[src/design/video_pkg.sv]
`default_nettype none

package video_pkg;

    // Line layout in pixel clocks
    localparam int H_ACTIVE = 640;
    localparam int H_FRONT  = 16;
    localparam int H_SYNC   = 96;
    localparam int H_BACK   = 48;
    localparam int H_TOTAL  = H_ACTIVE + H_FRONT + H_SYNC + H_BACK;  // 800

    // Frame layout in lines
    localparam int V_ACTIVE = 480;
    localparam int V_FRONT  = 10;
    localparam int V_SYNC   = 2;
    localparam int V_BACK   = 33;
    localparam int V_TOTAL  = V_ACTIVE + V_FRONT + V_SYNC + V_BACK;  // 525

    // Raster position to output pixel
    localparam int PIPE_DELAY = 2;

    typedef logic [9:0] coord_t;    // Screen coordinate
    typedef logic [7:0] color_t;    // RGB332

    // Syncs are active low
    typedef struct packed {
        coord_t x;
        coord_t y;
        logic   active;
        logic   hsync;
        logic   vsync;
    } raster_t;

endpackage

`default_nettype wire

[src/design/video_timing.sv]
`default_nettype none

module video_timing
    import video_pkg::*;
(
    input  logic    clk,
    input  logic    rst,
    output raster_t raster,
    output logic    frame_start
);

    coord_t h_cnt;
    coord_t v_cnt;
    logic   h_last;
    logic   v_last;
    logic   h_sync_on;
    logic   v_sync_on;

    assign h_last = (h_cnt == coord_t'(H_TOTAL - 1));
    assign v_last = (v_cnt == coord_t'(V_TOTAL - 1));

    // Sync windows sit after the front porch
    assign h_sync_on = (h_cnt >= coord_t'(H_ACTIVE + H_FRONT)) &&
                       (h_cnt <  coord_t'(H_ACTIVE + H_FRONT + H_SYNC));
    assign v_sync_on = (v_cnt >= coord_t'(V_ACTIVE + V_FRONT)) &&
                       (v_cnt <  coord_t'(V_ACTIVE + V_FRONT + V_SYNC));

    always_ff @(posedge clk or posedge rst) begin
        if (rst) begin
            h_cnt <= '0;
            v_cnt <= '0;
        end else if (h_last) begin
            h_cnt <= '0;
            v_cnt <= v_last ? '0 : v_cnt + 1'b1;  // Wrap at end of frame
        end else begin
            h_cnt <= h_cnt + 1'b1;
        end
    end

    // Everything leaves through flops so the raster has no glitches
    always_ff @(posedge clk or posedge rst) begin
        if (rst) begin
            raster.x      <= '0;
            raster.y      <= '0;
            raster.active <= 1'b0;
            raster.hsync  <= 1'b1;  // Inactive high
            raster.vsync  <= 1'b1;
            frame_start   <= 1'b0;
        end else begin
            raster.x      <= h_cnt;
            raster.y      <= v_cnt;
            raster.active <= (h_cnt < coord_t'(H_ACTIVE)) && (v_cnt < coord_t'(V_ACTIVE));
            raster.hsync  <= ~h_sync_on;
            raster.vsync  <= ~v_sync_on;
            // First pixel of vertical blanking
            frame_start   <= (h_cnt == '0) && (v_cnt == coord_t'(V_ACTIVE));
        end
    end

endmodule

`default_nettype wire

[config.mk]
export PLATFORM = sky130hd
export DESIGN_NAME = video_timing
export DESIGN_NICKNAME = d
export VERILOG_FILES = /design/src/design/video_pkg.sv /design/src/design/video_timing.sv
export SDC_FILE = /design/constraint.sdc
export NUM_CORES = 1
export LEC_CHECK = 0
export BUFFER_PORTS_ARGS = -buffer_cell sky130_fd_sc_hd__buf_2
export CORE_ASPECT_RATIO = 0.8
export CORE_MARGIN = 5
export CORE_UTILIZATION = 48
export CTS_CLUSTER_DIAMETER = 100
export DETAILED_ROUTE_END_ITERATION = 8
export PLACE_DENSITY_LB_ADDON = 0.1
export SYNTH_ARGS = -nofsm -noshare
export SYNTH_HDL_FRONTEND = slang
export SYNTH_SLANG_ARGS = --single-unit
[constraint.sdc]
create_clock -name clk -period 5.6 [get_ports clk]
set_clock_uncertainty 0.1 [all_clocks]
set_input_delay 1.68 -clock clk [delete_from_list [all_inputs] [get_ports clk]]
set_output_delay 1.68 -clock clk [all_outputs]
set_load 0.02 [all_outputs]
# ---- After elaboration in Yosys (flattened, before gate mapping)
# Index checks and enable logic that the tools add are counted.
dict set report totals {
  wordCells 28
  ff_bits 44
  out_inout_bits 24
}
dict set report classes {
  n_bitwise 2
  magnitude_cmp 6
  muxes 2
  n_eq_ne 3
  reduce_logical 5
  addsub 2
}
# cell n
set ops {}
lappend ops {{$add 10x1->10 const B} 2}
lappend ops {{$eq 10x10->1 const B} 2}
lappend ops {{$lt 10x10->1 const B} 2}
lappend ops {{$lt 10x9->1 const B} 2}
lappend ops {{$mux 10} 2}
lappend ops {{$eq 10x9->1 const B} 1}
lappend ops {{$ge 10x10->1 const B} 1}
lappend ops {{$ge 10x9->1 const B} 1}
lappend ops {{$logic_not 10->1} 1}
lappend ops {{$logic_and 1x1->1} 4}
lappend ops {{$not 1->1} 2}

# ---- Depth between registers and ports, before layout
dict set report logic_depth {
  depth_word 3
  mapped_depth 7
}

# ---- Least setup slack after synthesis
# OpenSTA, ideal clock, no wires.
dict set report synth_path {
  kind {flip-flop to output port}
  from {register raster[0] (netlist name)}
  to {output port raster[0] (netlist name)}
  path_slack_ns 3.266
  stages_incl_launch_ff 1
  t_arrival_ns 0.554
  cell_sequence {dfstp_2}
}
# item line
set synth_rtl {}
lappend synth_rtl {{from (decl)} video_timing.sv:8} ;# output raster_t raster,
# No word-level cell between the ends.

# ---- Worst setup path after layout
dict set report layout_path {
  from {register raster[0] (netlist name)}
  to {output port raster[0] (netlist name)}
}
# No word-level cell between the ends.

==> results_dict.tcl <==
set metrics [dict create \
    status "finished, final reports clean" \
    cts.sinks 44 \
    rsz0062_at_grt "false" \
    ys_seq_elements 44 \
    path_buf_inv 1 \
    final_common_cell "dfrtp_1" \
    cts_tree "yes" \
    cpMaxStageDelayCell "dfstp_2" \
    synthSimpleGateAreaFrac 0.1839 \
    placedInstanceArea_um2 1933 \
    numCtsBuffers 5 \
    end_kind "output port" \
    nets 181 \
    yosys.cell_types.count 36 \
    synthArstFlopShare 1.000 \
    h-tree-depth 2 \
    cts_buffer_depth 2 \
    fmax_mhz 364.3 \
    design_area_um2 2041 \
    reg2reg_depth 6 \
    mostFrequentLayoutCells "42 x dfrtp_1, 25 x buf_2, 11 x nand3_1, 9 x inv_1, 9 x nand2_1" \
    crit_required_ps 3820 \
    hold_path.class "reg2reg" \
    n_antenna_cell 0 \
    ios 26 \
    avgViaCountPerCell 5.378 \
    period_share 0.4901 \
    die_w_um 78.14 \
    finalSetupViolCount 0 \
    ir_drop_mv 0.2018 \
    final_util 0.5800 \
    floorplan.die.height_um 64.51 \
    p_leak_nw 0.9872 \
    synthFlopType "dfrtp_1" \
    initial_core_util 0.5068 \
    synth_compound_area_frac 0.06807 \
    clk_pin_slew_ps 70 \
    critPathKind "reg2out" \
    worst-endpoint-arrival_ps 960 \
    hold_viol_final 0 \
    post_cts_resized 0 \
    syn-instance-count 145 \
    gp_congestion 0.8091 \
    areaGrowthSynthToFinish_pct 14.46 \
    post_cts_buffers 0 \
    die_area_um2 5041 \
    overflow 0 \
    worstSetupPathDepth 1 \
    drt_iter0_drc 61 \
    first_pass_iters 4 \
    clockRootBuffer "clkbuf_8" \
    multiInputGateArea_um2 610.6 \
    drc 0 \
    layout-drive-gt1-share 0.2343 \
    finalCriticalPeriod_ps 2745 \
    max_cap_violations 0 \
    wl_mm 3.240 \
    ant_nets 0 \
    synth_edf_count 0 \
    seq_area_um2 1104 \
    seq_area_frac_synth 0.6189 \
    synth_top_family_by_area "simple AND/OR/NAND/NOR gates" \
    clk_latency_ps 300 \
    cp_top_family "flip-flops" \
    tightest_slew_ps 527.7 \
    cp_max_fo 1 \
    grt.total_usage 0.1441 \
    num_rows 19 \
    powerDensity_nw_per_um2 274.1 \
    synth_xor_area_frac 0.04421 \
    place_ws_ps 3174 \
    grt_max_degree 45 \
    grt_pass1_vias 1167 \
    grt_antenna_before_repair 0 \
    slew_viol_final 0 \
    synth_warnings 0 \
    synthesis.area_um2 1783 \
    num-fill-cells 305 \
    routedWlPerCell_um 14.93 \
    setup_ws_ps 2855 \
    placement.io_buffers 25 \
    max_stage_delay_ps 520 \
    synth_fp_nets 152 \
    crit_path_cell_trace "buf_2" \
    core_area_um2 3518 \
    grt_pass1_wl_mm 5.457 \
    start_kind "flop" \
    fin_setup_tns_ps 0 \
    dp_hpwl_mm 2.195 \
    synthMuxAreaShare 0.01123 \
    whs_path_depth 0 \
    synth_adder_area_share 0.03509 \
    slew_headroom 0.6482 \
    vias 1167 \
    ctsHoldBuffers 0 \
    avgSynthCellArea_um2 12.30 \
]
[where the power goes]
group          internal [mW]  total [mW]  leakage [nW]  switching [mW]
sequential             0.318       0.318         0.579               0
clock                  0.132       0.235        0.0552           0.103
combinational       0.000755     0.00656         0.353         0.00581
total                  0.451       0.559         0.987           0.109
[stage by stage]
stage | power [mW] | cells | hold WS [ps]
3_5_place_dp | 0.3308 | 209 | 355.4
4_1_cts | 0.5659 | 217 | 371.3
5_1_grt | 0.5800 | 217 | 393.0
6_report | 0.5594 | 217 | 367.8
3_3_place_gp | 0.3306 | 209 | 343.4
2_1_floorplan | 0.3284 | 145 | 252.9
[final cells by class]
class | instances | share of cell area
sequential | 44 | 0.5408
multi-input combinational | 88 | 0.2992
timing repair buffer | 26 | 0.06499
clock buffer | 6 | 0.03556
tap | 42 | 0.02575
clock inverter | 2 | 0.01717
inverter | 9 | 0.01655
[cells by family (layout without fill, tap and decap cells)]
| logic type | Yosys count | after routing |
|---|---|---|
| and+or+nand+nor | 55 | 55 |
| xor gates and xnor gates | 9 | 9 |
| AOI/OAI and AO/OA | 17 | 17 |
| DFF | 44 | 44 |
| muxes | 2 | 2 |
| buffers and inverters | 13 | 43 |
| adders and majority gates | 5 | 5 |
[synth_stat cells, types with 3 or more instances]
library cell / number / area (um2)
nand2_1: 9 / 33.78
xnor2_1: 4 / 35.03
o21ai_0: 6 / 30.03
ha_1: 5 / 62.56
nand3_1: 11 / 55.05
xor2_1: 5 / 43.79
dfrtp_1: 42 / 1051
or3_1: 5 / 31.28
inv_1: 9 / 33.78
nand4_1: 5 / 31.28
o31ai_1: 3 / 22.52
nor2_1: 8 / 30.03
[routing by layer]
layer / up-vias / track usage / part of all wire
met5: - / 0 / 0
met4: 0 / 0.09389 / 0.028
li1: 559 / - / -
met2: 27 / 0.2073 / 0.43
met3: 7 / 0.04432 / 0.055
met1: 574 / 0.1898 / 0.49
[worst paths after layout]
check                      startpoint  slack [ps]          to
max                         raster[0]        2860   raster[0]
min                          h_cnt[1]         370  raster[14]
max reg2reg                  v_cnt[0]        3570    v_cnt[9]
min reg2reg                  h_cnt[1]         370  raster[14]
max in group asynchronous         rst        3630    v_cnt[5]
min in group asynchronous         rst        1400  raster[22]
[state kept, by name, indices dropped and copies added, names as in the netlist]
| signal | count |
|---|---|
| frame_start | 1 |
| raster | 23 |
| h_cnt | 10 |
| v_cnt | 10 |
No activity file was read; power rests on OpenSTA's default activity.
