## config.mk

```make
export PLATFORM = sky130hd
export DESIGN_NAME = sprite_fetch
export DESIGN_NICKNAME = d
export VERILOG_FILES = /design/src/design/video_pkg.sv /design/src/design/ctrl_pkg.sv /design/src/design/sprite_fetch.sv
export SDC_FILE = /design/constraint.sdc
export NUM_CORES = 1
export LEC_CHECK = 0
export BUFFER_PORTS_ARGS = -buffer_cell sky130_fd_sc_hd__buf_2
export CAP_MARGIN = 20
export CELL_PAD_IN_SITES_DETAIL_PLACEMENT = 1
export CELL_PAD_IN_SITES_GLOBAL_PLACEMENT = 2
export CORE_UTILIZATION = 26
export DETAILED_ROUTE_END_ITERATION = 6
export PLACE_DENSITY = 0.94
export SLEW_MARGIN = 20
export SYNTH_ARGS = -nofsm -noshare
export SYNTH_HDL_FRONTEND = slang
export SYNTH_SLANG_ARGS = --single-unit
```

## constraint.sdc

```tcl
create_clock -name clk -period 3.55 [get_ports clk]
set_clock_uncertainty 0.15 [all_clocks]
set_input_delay 0.71 -clock clk [delete_from_list [all_inputs] [get_ports clk]]
set_output_delay 0.71 -clock clk [all_outputs]
set_load 0.1 [all_outputs]
```

## src/design/video_pkg.sv

```systemverilog
`default_nettype none

package video_pkg;

    // Line layout in pixel clocks
    localparam int H_ACTIVE = 640;
    localparam int H_FRONT  = 16;
    localparam int H_SYNC   = 96;
    localparam int H_BACK   = 48;
    localparam int H_TOTAL  = H_ACTIVE + H_FRONT + H_SYNC + H_BACK;  // 800

    // Frame layout in lines
    localparam int V_ACTIVE = 480;
    localparam int V_FRONT  = 10;
    localparam int V_SYNC   = 2;
    localparam int V_BACK   = 33;
    localparam int V_TOTAL  = V_ACTIVE + V_FRONT + V_SYNC + V_BACK;  // 525

    // Raster position to output pixel
    localparam int PIPE_DELAY = 2;

    typedef logic [9:0] coord_t;    // Screen coordinate
    typedef logic [7:0] color_t;    // RGB332

    // Syncs are active low
    typedef struct packed {
        coord_t x;
        coord_t y;
        logic   active;
        logic   hsync;
        logic   vsync;
    } raster_t;

endpackage

`default_nettype wire

```

## src/design/ctrl_pkg.sv

```systemverilog
`default_nettype none

package ctrl_pkg;

    import video_pkg::*;

    typedef logic [11:0] axil_addr_t;
    typedef logic [31:0] axil_data_t;
    typedef logic [7:0]  mem_word_addr_t;   // Word index into sprite RAM

    typedef struct packed {
        axil_addr_t awaddr;
        logic       awvalid;
        axil_data_t wdata;
        logic [3:0] wstrb;
        logic       wvalid;
        logic       bready;
        axil_addr_t araddr;
        logic       arvalid;
        logic       rready;
    } axil_req_t;

    typedef struct packed {
        logic       awready;
        logic       wready;
        logic       bvalid;
        logic [1:0] bresp;
        logic       arready;
        logic       rvalid;
        logic [1:0] rresp;
        axil_data_t rdata;
    } axil_rsp_t;

    typedef enum logic [1:0] {
        POSE_IDLE   = 2'd0,
        POSE_WALK   = 2'd1,
        POSE_ATTACK = 2'd2,
        POSE_BLOCK  = 2'd3
    } pose_t;

    typedef struct packed {
        logic   enable;
        coord_t pos_x;
        coord_t pos_y;
        pose_t  pose;
        color_t bg_color;
    } sprite_cfg_t;

    localparam int SPRITE_W = 16;
    localparam int SPRITE_H = 16;

    localparam color_t TRANSPARENT = 8'hE3;  // Magenta key

    // Register map
    localparam axil_addr_t REG_CTRL  = 12'h000;  // Bit 0 enables the sprite
    localparam axil_addr_t REG_POS_X = 12'h004;
    localparam axil_addr_t REG_POS_Y = 12'h008;
    localparam axil_addr_t REG_POSE  = 12'h00C;
    localparam axil_addr_t REG_BG    = 12'h010;
    localparam axil_addr_t REG_FRAME = 12'h014;  // Read only
    localparam axil_addr_t MEM_BASE  = 12'h400;  // Window up to 0x7FF

endpackage

`default_nettype wire

```

## src/design/sprite_fetch.sv

```systemverilog
`default_nettype none

module sprite_fetch
    import video_pkg::*;
    import ctrl_pkg::*;
(
    input  logic           clk,
    input  logic           rst,
    input  raster_t        raster,
    input  sprite_cfg_t    cfg,
    output mem_word_addr_t mem_raddr,
    input  logic [31:0]    mem_rdata,
    output color_t         rgb,
    output logic           de,
    output logic           hsync,
    output logic           vsync
);

    coord_t                rel_x;
    coord_t                rel_y;
    logic                  in_x;
    logic                  in_y;
    logic                  hit;
    logic                  hit_q;
    logic [1:0]            lane_q;
    logic [PIPE_DELAY-1:0] de_pipe;
    logic [PIPE_DELAY-1:0] hs_pipe;
    logic [PIPE_DELAY-1:0] vs_pipe;
    color_t                pixel;

    assign rel_x = raster.x - cfg.pos_x;
    assign rel_y = raster.y - cfg.pos_y;

    // Lower bound first, so the difference never wraps
    assign in_x = (raster.x >= cfg.pos_x) && (rel_x < coord_t'(SPRITE_W));
    assign in_y = (raster.y >= cfg.pos_y) && (rel_y < coord_t'(SPRITE_H));
    assign hit  = raster.active && cfg.enable && in_x && in_y;

    // pose*64 + row*4 + col/4
    assign mem_raddr = {cfg.pose, rel_y[3:0], rel_x[3:2]};

    always_ff @(posedge clk or posedge rst) begin
        if (rst) begin
            hit_q  <= 1'b0;
            lane_q <= '0;
        end else begin
            hit_q  <= hit;
            lane_q <= rel_x[1:0];  // Byte within the word
        end
    end

    // Timing signals ride alongside the pixel
    always_ff @(posedge clk or posedge rst) begin
        if (rst) begin
            de_pipe <= '0;
            hs_pipe <= '1;
            vs_pipe <= '1;
        end else begin
            de_pipe <= {de_pipe[PIPE_DELAY-2:0], raster.active};
            hs_pipe <= {hs_pipe[PIPE_DELAY-2:0], raster.hsync};
            vs_pipe <= {vs_pipe[PIPE_DELAY-2:0], raster.vsync};
        end
    end

    assign pixel = mem_rdata[8*lane_q +: 8];

    always_ff @(posedge clk or posedge rst) begin
        if (rst) begin
            rgb <= '0;
        end else if (!de_pipe[0]) begin
            rgb <= '0;  // Blank outside active video
        end else if (hit_q && (pixel != TRANSPARENT)) begin
            rgb <= pixel;
        end else begin
            rgb <= cfg.bg_color;
        end
    end

    assign de    = de_pipe[PIPE_DELAY-1];
    assign hsync = hs_pipe[PIPE_DELAY-1];
    assign vsync = vs_pipe[PIPE_DELAY-1];

endmodule

`default_nettype wire

```

; Word level (Yosys, flattened, before mapping)
; Cells that the tools add are included.
[op_classes]
n_lt_le_gt_ge = 4
muxes = 2
n_shift = 1
n_addsub = 2
reduce_logical = 6
eq_ne = 1
[ops]
columns = operator, count
row1 = $shiftx 32x6->8, 1
row2 = $ge 10x10->1, 2
row3 = $lt 10x5->1 const B, 2
row4 = $sub 10x10->10, 2
row5 = $mux 8, 2
row6 = $ne 8x8->1 const B, 1
row7 = $logic_and 1x1->1, 6
[totals]
output_inout_bits = 19
ff_bits = 17
inputBits = 88

; Longest topological paths before layout
[depth]
ltp_word = 5
ltp_mapped = 10
mapped_depth_nobuf = 10

; Worst setup path after synthesis
; Ideal clock, no wire load.
[synth_path]
kind = input to output
startpoint = input cfg[11] (netlist bit)
endpoint = output mem_raddr[5]
cell_stages = 6
required_ps = 2690
arrival_ps = 2848
n_path_buf = 0
path_slack_ps = -158
cell_sequence = inv_1 > ha_1 > nor2b_1 > o21a_1 > nor2_1 > xnor2_1
[synth_between]
elab_chain_len = 1
[synth_rtl]
columns = item, line_no
row1 = from (decl), sprite_fetch.sv:10  ; input sprite_cfg_t cfg,
row2 = $sub 10x10->10, sprite_fetch.sv:32  ; assign rel_y = raster.y - cfg.pos_y;
row3 = to (decl), sprite_fetch.sv:11  ; output mem_word_addr_t mem_raddr,
; No other way between the ends.

; Final worst setup path
; Ends and elaborated chain as after synthesis.

==> impl_metrics.json <==
{
  "status": "finished clean",
  "antenna_cells": 0,
  "synth_edf_count": 0,
  "synthTopCellsByArea": "dfrtp_1 (18%), ha_1 (14%), mux4_1 (10%)",
  "async_reset_ff_share_pct": 100,
  "dr.pass1.iters": 4,
  "wirelength_um": 5130,
  "dieArea_um2": 7230,
  "setup_tns_ns": 0,
  "finalHoldWorstSlack_ns": 0.207,
  "insertion_delay_ns": 0.25,
  "crit_path_start_kind": "input pin",
  "synth_cells": 190,
  "ios": 107,
  "met3_length_um": 389,
  "clockRootBuffer": "clkbuf_8",
  "cp_data_required_time_ns": 2.69,
  "syn_area_per_cell_um2": 9.44,
  "vias": 1821,
  "grt_max_degree": 18,
  "worst_pin_slew_ns": 0.673,
  "die_h_um": 85.0,
  "crit_fanout": 2,
  "place.gp.congestion": 0.757,
  "ys_warn_count": 0,
  "powerDensity_nw_per_um2": 321,
  "grt_pass1_vias": 1841,
  "core_um2": 6490,
  "fill_cells": 820,
  "routed.top_layer": "met4",
  "endpoint": "mem_raddr[5]",
  "cts_setup_buffers": 0,
  "htree_num_levels": 1,
  "reg2reg_slack_ns": 1.18,
  "reg2reg_depth": 5,
  "fin_nets": 401,
  "crit_type": "input pin to output port",
  "cts.path.max_buffers": 2,
  "drive_above_1_share_pct": 40.7,
  "syn_area_um2": 1790,
  "crit_start": "cfg[11]",
  "wl_per_cell_um": 14.0,
  "cts_hold_buf": 0,
  "die_w_um": 85.0,
  "reg2reg_to": "rgb[5]$_DFF_PP0_",
  "syn_to_final_growth_pct": 34.8,
  "synth_common_cells": "inv_1 (30), ha_1 (20), a21oi_1 (14), nor2_1 (14), dfrtp_1 (13)",
  "ys_types": 45,
  "grt.overflow.total": 0,
  "post_cts_resized": 0,
  "hold_viol_final": 0,
  "rsz0062_at_grt": "no",
  "layout_setup_ws_ns": 0.542,
  "drt-met1-wl_um": 2030,
  "place_ws_ns": 0.406,
  "viasPerCell": 4.96,
  "fin_area_um2": 2420,
  "clkTransAtPathRegs_ns": 0.07,
  "drc": 0,
  "dpl_cell_area_um2": 2370,
  "slew_viol_final": 0,
  "synthFlopType": "dfrtp_1",
  "cts.sinks": 17,
  "yosysMostFrequentCell": "inv_1",
  "antenna_found_initial": 0,
  "drv_cap": 0,
  "initial_core_util_pct": 27.6,
  "drtAntennaViolNets": 0,
  "yosysTopAreaCell": "dfrtp_1",
  "grt_pass1_wl_um": 8070,
  "post-route-period-util_pct": 84.7,
  "synthesis.nets": 300,
  "setup_viol": 0,
  "wl_met2_um": 2640,
  "rows": 29,
  "synth_top_area_share_pct": 18.1,
  "ys_seq_area_share_pct": 24.0,
  "fmax_mhz": 332,
  "layout_min_cycle_time_ns": 3.01,
  "end_kind": "output port",
  "ir_worst_vdd_v": 0.000130,
  "leakagePower_nw": 1.31,
  "hp-class": "flop to flop",
  "yosys_register_bits": 17,
  "numPortBuffers": 102,
  "drt_iter0_markers": 27,
  "grtUsageTotal_pct": 13.9,
  "cts_tree": "yes",
  "cts_buffers": 3,
  "hpwl_um": 4520,
  "r2r-start": "lane_q[0]$_DFF_PP0_",
  "relSlewSlack_pct": 55.1,
  "critPathArrivalTime_ns": 2.15
}
critical path: stages:
cell and delay, ns:
buf_2 0.09, inv_1 0.08, ha_1 0.23, nor2b_1 0.13
o21a_1 0.17, nor2_1 0.17, xnor2_2 0.12, buf_2 0.43
final cells by class:
cell class | count | area, um2 | area share (%)
inverters | 30 | 113 | 4.66
clock inverters | 1 | 5.00 | 0.207
clock buffers | 3 | 41.3 | 1.71
well taps | 77 | 96.3 | 3.99
flip-flops and latches | 17 | 430 | 17.8
repair buffers | 102 | 510 | 21.1
multi-input cells | 137 | 1220 | 50.5
cells by family (layout without fill, tap and decap cells):
family / after synthesis / in the layout / synth area share (%)
AOI/OAI and AO/OA: 49 / 49 / 18.1
xor gates and xnor gates: 7 / 7 / 3.42
adders and majority gates: 22 / 22 / 16.2
buffers and inverters: 36 / 136 / 8.79
DFF: 17 / 17 / 24.0
muxes: 14 / 14 / 14.9
and+or+nand+nor: 45 / 45 / 14.6
state kept, by name (all words and copies together), names as in the netlist:
signal and flops:
vs_pipe 2, rgb 8, hit_q 1, hs_pipe 2, lane_q 2, de_pipe 2
worst min-delay path by stage:
stage	startpoint	endpoint	slack, ns	depth (start not counted)
after floorplan	hs_pipe[0]$_DFF_PP1_	hs_pipe[1]$_DFF_PP1_	0.20	0
after global placement	vs_pipe[0]$_DFF_PP1_	vs_pipe[1]$_DFF_PP1_	0.20	0
after detailed placement	hs_pipe[0]$_DFF_PP1_	hs_pipe[1]$_DFF_PP1_	0.20	0
after CTS	hs_pipe[0]$_DFF_PP1_	hs_pipe[1]$_DFF_PP1_	0.21	0
after global routing	hs_pipe[0]$_DFF_PP1_	hs_pipe[1]$_DFF_PP1_	0.21	0
final	hs_pipe[0]$_DFF_PP1_	hs_pipe[1]$_DFF_PP1_	0.21	0
stage by stage:
stage | utilization (%) | power, mW | instances
after global placement | 36.5 | 0.630 | 363
after detailed placement | 36.5 | 0.638 | 363
final | 37.2 | 0.776 | 367
after floorplan | - | 0.554 | 190
after CTS | 37.2 | 0.783 | 367
after global routing | 37.2 | 0.820 | 367
where the power goes:
| part | switching, mW | leakage, nW | total [mW] | internal [mW] |
|---|---|---|---|---|
| sequential | 0.0120 | 0.206 | 0.218 | 0.206 |
| combinational | 0.265 | 1.08 | 0.413 | 0.147 |
| clock | 0.0668 | 0.0255 | 0.145 | 0.0779 |
metal layers:
layer / up-vias / GRT usage, %
met5: - / 0
met4: 0 / 4.31
met3: 6 / 2.33
met2: 85 / 27.7
met1: 852 / 14.6
li1: 878 / -
cells in the final DEF, fill, tap and decap left out, types with 3 or more instances in the layout:
cell type	instances
a21oi_1	14
xor2_1	4
clkbuf_8	3
a21boi_0	3
dfstp_2	4
buf_2	102
nand2b_1	4
a21o_1	3
o2111ai_1	3
mux2i_1	5
inv_1	30
o21a_1	3
mux4_1	7
nand2_1	4
nor3b_1	3
ha_1	20
nor2_1	14
nor2b_1	9
o21ai_0	10
dfrtp_1	13
No activity file was read; power rests on OpenSTA's default activity.
