**src/design/video_pkg.sv**
```systemverilog
`default_nettype none

package video_pkg;

    // Line layout in pixel clocks
    localparam int H_ACTIVE = 640;
    localparam int H_FRONT  = 16;
    localparam int H_SYNC   = 96;
    localparam int H_BACK   = 48;
    localparam int H_TOTAL  = H_ACTIVE + H_FRONT + H_SYNC + H_BACK;  // 800

    // Frame layout in lines
    localparam int V_ACTIVE = 480;
    localparam int V_FRONT  = 10;
    localparam int V_SYNC   = 2;
    localparam int V_BACK   = 33;
    localparam int V_TOTAL  = V_ACTIVE + V_FRONT + V_SYNC + V_BACK;  // 525

    // Raster position to output pixel
    localparam int PIPE_DELAY = 2;

    typedef logic [9:0] coord_t;    // Screen coordinate
    typedef logic [7:0] color_t;    // RGB332

    // Syncs are active low
    typedef struct packed {
        coord_t x;
        coord_t y;
        logic   active;
        logic   hsync;
        logic   vsync;
    } raster_t;

endpackage

`default_nettype wire

```
**src/design/ctrl_pkg.sv**
```systemverilog
`default_nettype none

package ctrl_pkg;

    import video_pkg::*;

    typedef logic [11:0] axil_addr_t;
    typedef logic [31:0] axil_data_t;
    typedef logic [7:0]  mem_word_addr_t;   // Word index into sprite RAM

    typedef struct packed {
        axil_addr_t awaddr;
        logic       awvalid;
        axil_data_t wdata;
        logic [3:0] wstrb;
        logic       wvalid;
        logic       bready;
        axil_addr_t araddr;
        logic       arvalid;
        logic       rready;
    } axil_req_t;

    typedef struct packed {
        logic       awready;
        logic       wready;
        logic       bvalid;
        logic [1:0] bresp;
        logic       arready;
        logic       rvalid;
        logic [1:0] rresp;
        axil_data_t rdata;
    } axil_rsp_t;

    typedef enum logic [1:0] {
        POSE_IDLE   = 2'd0,
        POSE_WALK   = 2'd1,
        POSE_ATTACK = 2'd2,
        POSE_BLOCK  = 2'd3
    } pose_t;

    typedef struct packed {
        logic   enable;
        coord_t pos_x;
        coord_t pos_y;
        pose_t  pose;
        color_t bg_color;
    } sprite_cfg_t;

    localparam int SPRITE_W = 16;
    localparam int SPRITE_H = 16;

    localparam color_t TRANSPARENT = 8'hE3;  // Magenta key

    // Register map
    localparam axil_addr_t REG_CTRL  = 12'h000;  // Bit 0 enables the sprite
    localparam axil_addr_t REG_POS_X = 12'h004;
    localparam axil_addr_t REG_POS_Y = 12'h008;
    localparam axil_addr_t REG_POSE  = 12'h00C;
    localparam axil_addr_t REG_BG    = 12'h010;
    localparam axil_addr_t REG_FRAME = 12'h014;  // Read only
    localparam axil_addr_t MEM_BASE  = 12'h400;  // Window up to 0x7FF

endpackage

`default_nettype wire

```
**src/design/ctrl_regs.sv**
```systemverilog
`default_nettype none

module ctrl_regs
    import video_pkg::*;
    import ctrl_pkg::*;
(
    input  logic           clk,
    input  logic           rst,
    input  axil_req_t      axil_req,
    output axil_rsp_t      axil_rsp,
    input  logic           frame_start,
    output sprite_cfg_t    cfg,
    output logic           mem_we,
    output mem_word_addr_t mem_waddr,
    output logic [31:0]    mem_wdata,
    output logic [3:0]     mem_wstrb
);

    typedef enum logic {
        W_IDLE,
        W_RESP
    } wr_state_t;

    typedef enum logic {
        R_IDLE,
        R_RESP
    } rd_state_t;

    wr_state_t   wr_state;
    rd_state_t   rd_state;
    logic        wr_hs;
    logic        rd_hs;
    axil_addr_t  wr_addr;
    axil_data_t  wr_data;
    axil_data_t  rd_value;
    axil_data_t  rd_data;
    axil_data_t  frame_cnt;
    sprite_cfg_t live;

    // Address and data are taken together only
    assign wr_hs = (wr_state == W_IDLE) && axil_req.awvalid && axil_req.wvalid;
    assign rd_hs = (rd_state == R_IDLE) && axil_req.arvalid;

    assign axil_rsp.awready = wr_hs;
    assign axil_rsp.wready  = wr_hs;
    assign axil_rsp.bvalid  = (wr_state == W_RESP);
    assign axil_rsp.bresp   = 2'b00;  // OKAY
    assign axil_rsp.arready = rd_hs;
    assign axil_rsp.rvalid  = (rd_state == R_RESP);
    assign axil_rsp.rresp   = 2'b00;
    assign axil_rsp.rdata   = rd_data;

    always_ff @(posedge clk or posedge rst) begin
        if (rst) begin
            wr_state <= W_IDLE;
        end else if (wr_hs) begin
            wr_state <= W_RESP;
        end else if ((wr_state == W_RESP) && axil_req.bready) begin
            wr_state <= W_IDLE;
        end
    end

    always_ff @(posedge clk) begin
        if (wr_hs) begin
            wr_addr <= axil_req.awaddr;
            wr_data <= axil_req.wdata;
        end
    end

    // Sprite window goes straight to the RAM
    always_ff @(posedge clk or posedge rst) begin
        if (rst) begin
            mem_we <= 1'b0;
        end else begin
            mem_we <= wr_hs && (axil_req.awaddr[11:10] == MEM_BASE[11:10]);
        end
    end

    always_ff @(posedge clk) begin
        mem_waddr <= axil_req.awaddr[9:2];
        mem_wdata <= axil_req.wdata;
        mem_wstrb <= axil_req.wstrb;
    end

    // Live registers change when the response completes
    always_ff @(posedge clk or posedge rst) begin
        if (rst) begin
            live <= '0;
        end else if ((wr_state == W_RESP) && axil_req.bready) begin
            case (wr_addr)
                REG_CTRL:  live.enable   <= wr_data[0];
                REG_POS_X: live.pos_x    <= wr_data[9:0];
                REG_POS_Y: live.pos_y    <= wr_data[9:0];
                REG_POSE:  live.pose     <= pose_t'(wr_data[1:0]);
                REG_BG:    live.bg_color <= wr_data[7:0];
                default:   ;  // Unmapped writes dropped
            endcase
        end
    end

    // Shadow copy only moves at the top of blanking
    always_ff @(posedge clk or posedge rst) begin
        if (rst) begin
            cfg       <= '0;
            frame_cnt <= '0;
        end else if (frame_start) begin
            cfg       <= live;
            frame_cnt <= frame_cnt + 1'b1;
        end
    end

    always_comb begin
        rd_value = '0;
        case (axil_req.araddr)
            REG_CTRL:  rd_value[0]   = live.enable;
            REG_POS_X: rd_value[9:0] = live.pos_x;
            REG_POS_Y: rd_value[9:0] = live.pos_y;
            REG_POSE:  rd_value[1:0] = live.pose;
            REG_BG:    rd_value[7:0] = live.bg_color;
            REG_FRAME: rd_value      = frame_cnt;
            default:   rd_value      = '0;  // Window and holes read zero
        endcase
    end

    always_ff @(posedge clk or posedge rst) begin
        if (rst) begin
            rd_state <= R_IDLE;
            rd_data  <= '0;
        end else if (rd_hs) begin
            rd_state <= R_RESP;
            rd_data  <= rd_value;
        end else if ((rd_state == R_RESP) && axil_req.rready) begin
            rd_state <= R_IDLE;
        end
    end

endmodule

`default_nettype wire

```
**config.mk**
```make
export PLATFORM = sky130hd
export DESIGN_NAME = ctrl_regs
export DESIGN_NICKNAME = d
export VERILOG_FILES = /design/src/design/video_pkg.sv /design/src/design/ctrl_pkg.sv /design/src/design/ctrl_regs.sv
export SDC_FILE = /design/constraint.sdc
export NUM_CORES = 1
export LEC_CHECK = 0
export BUFFER_PORTS_ARGS = -buffer_cell sky130_fd_sc_hd__buf_2
export CORE_MARGIN = 2
export CORE_UTILIZATION = 43
export DETAILED_ROUTE_END_ITERATION = 8
export PLACE_DENSITY = 0.7
export SLEW_MARGIN = 0
export SYNTH_ARGS = -nofsm -noshare
export SYNTH_HDL_FRONTEND = slang
export SYNTH_SLANG_ARGS = --single-unit
```
**constraint.sdc**
```tcl
create_clock -name clk -period 3.4 [get_ports clk]
set_input_delay 0.17 -clock clk [delete_from_list [all_inputs] [get_ports clk]]
set_output_delay 0.17 -clock clk [all_outputs]
set_load 0.01 [all_outputs]
```
=== After elaboration in Yosys (flattened, before gate mapping) ===
Cells that the tools add are included.

* $add $sub $neg: 1
* Equality and inequality tests: 10
* Bitwise logic cells: 2
* Multiplexer cells: 9
* Reduce and logical (&&, ||, !) cells: 15

{| class="wikitable"
|+ Operators with widths
! kind !! count
|-
| 12-bit by 4-bit == test with 1-bit output (second input constant) || 4
|-
| 12-bit by 5-bit == test with 1-bit output (second input constant) || 3
|-
| 32-bit by 1-bit adder with 32-bit output (second input constant) || 1
|-
| 12-bit by 3-bit == test with 1-bit output (second input constant) || 2
|-
| 12-bit logical NOT || 2
|-
| 6-bit case mux with 4 select lines || 1
|-
| 22-bit 2-to-1 mux || 1
|-
| 2-bit AND reduction || 5
|-
| 1-bit logical AND || 6
|-
| 1-bit case mux with 6 select lines || 1
|-
| 2-bit case mux with 3 select lines || 1
|-
| 1-bit case mux with 5 select lines || 1
|-
| 1-bit 2-to-1 mux || 4
|-
| 2-bit nonzero test || 2
|-
| 2-bit by 1-bit == test with 1-bit output (second input constant) || 1
|-
| 1-bit inverter || 2
|}

* Bits of input ports: 68
* Bits in registers: 195

=== Depth between registers and ports, before layout ===
* Depth in word-level cells: 4
* Gate-level depth with buffers: 6
* Mapped depth without buffers: 5

=== Worst setup path before layout ===
OpenSTA, ideal clock, no wires.

* Path kind: register -> register
* Start: register wr_addr[5]
* End: register live[10] (netlist name)
* Data arrival time: 1.721 ns
* Slack: 1.554 ns
* Stages on the path, launching flop included: 6
* Period minus slack after synthesis: 1.846 ns
* Cell sequence: edfxtp_1 -> or4_4 -> nor4_4 -> nand3b_1 -> buf_6 -> mux2_4

* Cells in the longest elaborated chain, start to end: 2

{| class="wikitable"
|+ Ends and longest elaborated chain
! item !! line !! text
|-
| start, declared || ctrl_regs.sv:33 || <nowiki>axil_addr_t wr_addr;</nowiki>
|-
| start signal, assigned || ctrl_regs.sv:65 || <nowiki>wr_addr <= axil_req.awaddr;</nowiki>
|-
| 12-bit by 4-bit == test with 1-bit output || ctrl_regs.sv:90 || <nowiki>case (wr_addr)</nowiki>
|-
| 2-bit AND reduction (no source line) || - ||
|-
| end, declared || ctrl_regs.sv:38 || <nowiki>sprite_cfg_t live;</nowiki>
|}

Every way passes these cells.
A chain may end at the register's enable or synchronous reset.

=== Worst setup path after layout ===
* Start: register wr_addr[5]
* End: register live[26] (netlist name)

* Cells in the longest elaborated chain, start to end: 2

{| class="wikitable"
|+ Ends and longest elaborated chain
! item !! line
|-
| 12-bit by 3-bit == test with 1-bit output || ctrl_regs.sv:90
|-
| 2-bit AND reduction (no source line) || -
|}

Every way passes these cells.

==> summary.md <==
| Metric | Value |
|---|---|
| Clock Latency Late Sink | `0.43 ns` |
| Clock transition at path regs | `around 0.07 ns` |
| Worst endpoint required time | `3.71 ns` |
| Sw Ratio | `23.56%` |
| Critical path type | `flop to flop` |
| Top cells by area, synth | `dfrtp_1, dfxtp_1, edfxtp_1, mux2_2, mux2_4` |
| Sequential group share of total power | `53.3%` |
| Asr flop ratio synth | `66.15%` |
| Register area share after synthesis | `67.28%` |
| First-pass GRT wire length | `25570 um` |
| Worst hold slack | `0.06126 ns` |
| Synth top area share | `between 40% and 50%` |
| Starting Density | `44.31%` |
| DRT Pass-1 Iters | `6` |
| Root buf cell | `clkbuf_16` |
| Row Count | `46` |
| Top-level I/O count | `185` |
| Core Util, Final | `~58%` |
| Antenna Nets Post-Route | `0` |
| DP Worst Slack | `0.9216 ns` |
| Clk buf depth | `2` |
| WP buf/inv | `0` |
| Layout cells sized above 1 | `between 30% and 40%` |
| TNS Setup | `0 ns` |
| Die Wd | `132.4 um` |
| Max Cap Viol | `0` |
| Synthesized area | `approximately 7100 um2` |
| CP cell instances | `or4_4 > nor4_4 > nand3b_1 > mux2_4` |
| Leak pwr | `between 4 and 5 nW` |
| Overall Power | `4.735 mW` |
| Via total after detailed routing | `4713` |
| Rel. slew slack | `roughly 37%` |
| Avg Cell Area, Syn | `14.65 um2` |
| Area Growth Syn to Fin | `30.67%` |
| Internal Pwr Total | `roughly 3.6 mW` |
| Residual DRC count | `0` |
| CP Max Fanout | `10` |
| Grt met3 use | `under 10%` |
| Gpl congestion | `0.7858` |
| Status | `finished, final reports clean` |
| Slowest-stage cell, CP | `nand3b_1` |
| F_max | `between 400 and 500 MHz` |
| Worst Setup End Kind | `flop` |
| Combinational power share | `7.1%` |
| CP arrival | `2.80 ns` |
| Final setup viols | `0` |
| Grt total ovfl | `0` |
| Filler cells | `1303` |
| I/O Buffers | `180` |
| Grt peak-use layer | `met2` |
| Register Area | `4770 um2` |
| Leading area contributor after synthesis | `dfrtp_1` |
| Slowest stage delay, CP | `around 0.63 ns` |
| TritonCTS clock tree | `built` |
| Die height | `around 130 um` |
| Met2 Usage GRT | `29.22%` |
| CP Launch Type | `flop` |
| Delay-heaviest family, CP | `simple AND/OR/NAND/NOR gates` |
| Psw | `1.115 mW` |
| Total Routing Usage GR | `18.71%` |
| Synth Register Bits | `195` |
| Final HPWL DP | `around 11000 um` |
| CTS Buf Count | `17` |
| Yosys warnings | `0` |
| Setup ws final | `0.9155 ns` |
| Vias in the first global route | `4907` |
| Post-synth EDFFs | `22` |
| Pwr per Cell Area | `511.1 nW/um2` |
| Synth Instances | `484` |
| Drt total wl | `15750 um` |
| Clk_skew | `0.008184 ns` |
| Hold WC Path Type | `input pin to flop` |
| Initial antenna violation count | `2` |
| Crit share post-route | `about three quarters` |
| Vias/cell | `4.977` |
| Clock sinks | `195` |
| Fin. Hold Viols | `0` |
| Top_reg_cell synth | `dfrtp_1` |
| Die area | `~18000 um2` |
| Global Route met1 Usage | `between 20% and 30%` |
| RSZ-0062 raised after global routing | `no` |
| Largest net degree at the start of global routing | `50` |
| Worst Max-Slew Pin Slew | `about 0.95 ns` |
| Crit path time final | `approximately 2.5 ns` |
| Routed wire length per instance | `between 15 and 20 um` |
| CTS HTree Levels | `4` |
| # resized after CTS | `0` |
| Clk pwr share | `approximately two fifths` |
| DR iter-0 viols | `222` |
| Nets | `787` |
| Synth cell types | `42` |
| Core region area | `16000 um2` |
| Max VDD drop | `0.3926 mV` |
| Slew Viols, Final | `0` |
| Area of the multi-input gates | `2158 um2` |
==> power groups by stage <==
stage	Combinational, mW	Clock (mW)	Sequential, mW
5_1_grt	0.375	2.02	2.53
3_5_place_dp	0.294	0	2.57
2_1_floorplan	0.174	0	2.56
3_3_place_gp	0.284	0	2.56
4_1_cts	0.339	1.92	2.52
6_report	0.337	1.88	2.52
==> layer usage <==
layer / wire length, um / vias up
met5: 13 / -
met4: 376 / 2
met3: 1134 / 25
met2: 7370 / 172
met1: 6852 / 2315
li1: - / 2199
==> final cells by class <==
type                    count  area share (%)
diodes                      1         0.02701
well taps                 216           2.917
clock buffers              22           5.240
flip-flops and latches    195           51.49
repair buffers            237           15.88
clock inverters             9          0.7428
multi-input cells         258           23.30
inverters                   9          0.4052
==> state kept, by name, indices dropped and copies added (netlist names) <==
signal     flops
mem_wstrb      4
live          31
rd_data       32
wr_state       1
rd_state       1
frame_cnt     32
wr_data       10
wr_addr       12
cfg           31
mem_we         1
mem_waddr      8
mem_wdata     32
==> worst paths after layout <==
kind / startpoint / to / slack [ns] / cells past startpoint
worst max-delay path: wr_addr[5]$_DFFE_PP_ / live[26]$_DFFE_PP0P_ / 0.92 / 4
worst min-delay path: axil_req[52] / wr_state$_DFFE_PP0P_ / 0.06 / 3
worst max register to register: wr_addr[5]$_DFFE_PP_ / live[26]$_DFFE_PP0P_ / 0.92 / 4
worst min register to register: rd_data[8]$_DFFE_PP0P_ / rd_data[8]$_DFFE_PP0P_ / 0.48 / 2
max in group asynchronous: rst / live[0]$_DFFE_PP0P_ / 1.90 / 4
min in group asynchronous: rst / cfg[16]$_DFFE_PP0P_ / 0.50 / 3
==> synthesized netlist by cell type (8+ instances only) <==
cell type / number
buf_4: 9
mux2i_1: 11
a22o_1: 24
nand3_1: 20
xnor2_1: 24
and3_1: 8
dfxtp_1: 44
inv_1: 9
o21ai_0: 8
nor2_1: 15
mux2_2: 43
edfxtp_1: 22
mux2_4: 20
nand2_1: 17
dfrtp_1: 129
nand4_1: 11
xor2_1: 8
==> worst register-to-register path, delay by kind of cell (launching register included) <==
family | cells | cell delay (ns)
multiplexers | 1 | 0.53
flip-flops | 1 | 0.36
AND/OR/NAND/NOR | 3 | 1.48
==> cell usage in the layout, fill, tap and decap left out, types with 5 or more instances in the layout <==
cell type      count
nor3_1             6
inv_1              8
mux2_2            43
xor2_1             8
xnor2_1           24
mux2_4            20
buf_2            180
o21ai_0            8
mux2i_1           11
nand4_1           11
nand3_1           20
clkbuf_16         18
nand2_1           17
edfxtp_1          22
a22o_1            24
nand3b_1           5
dfxtp_1           44
a21oi_1            5
dfrtp_1          129
nor2_1            15
and3_1             8
dlygate4sd3_1     52
==> metrics by stage <==
| stage | area, um2 | std cells |
|---|---|---|
| after floorplan | 7104 | 487 |
| after global placement | 8187 | 863 |
| after detailed placement | 8187 | 863 |
| after CTS | 9261 | 946 |
| after global routing | 9261 | 946 |
| final | 9264 | 947 |
==> cell families after synthesis <==
family                   after synthesis  synth area share [%]
XOR/XNOR                              32                 3.953
AO/OA/AOI/OAI                         48                 5.065
AND/OR/NAND/NOR                       98                 7.978
multiplexers                          75                 12.94
adder cells (fa/ha/maj)                1                0.1765
other                                  1               0.05290
flip-flops                           195                 67.28
buffers and inverters                 34                 2.559
==> timing repair <==
item                      4_1_cts  5_1_grt
hold buffers                   52        0
buffers inserted                0        0
hold endpoints to repair      110        0
No activity file was read; power rests on OpenSTA's default activity.
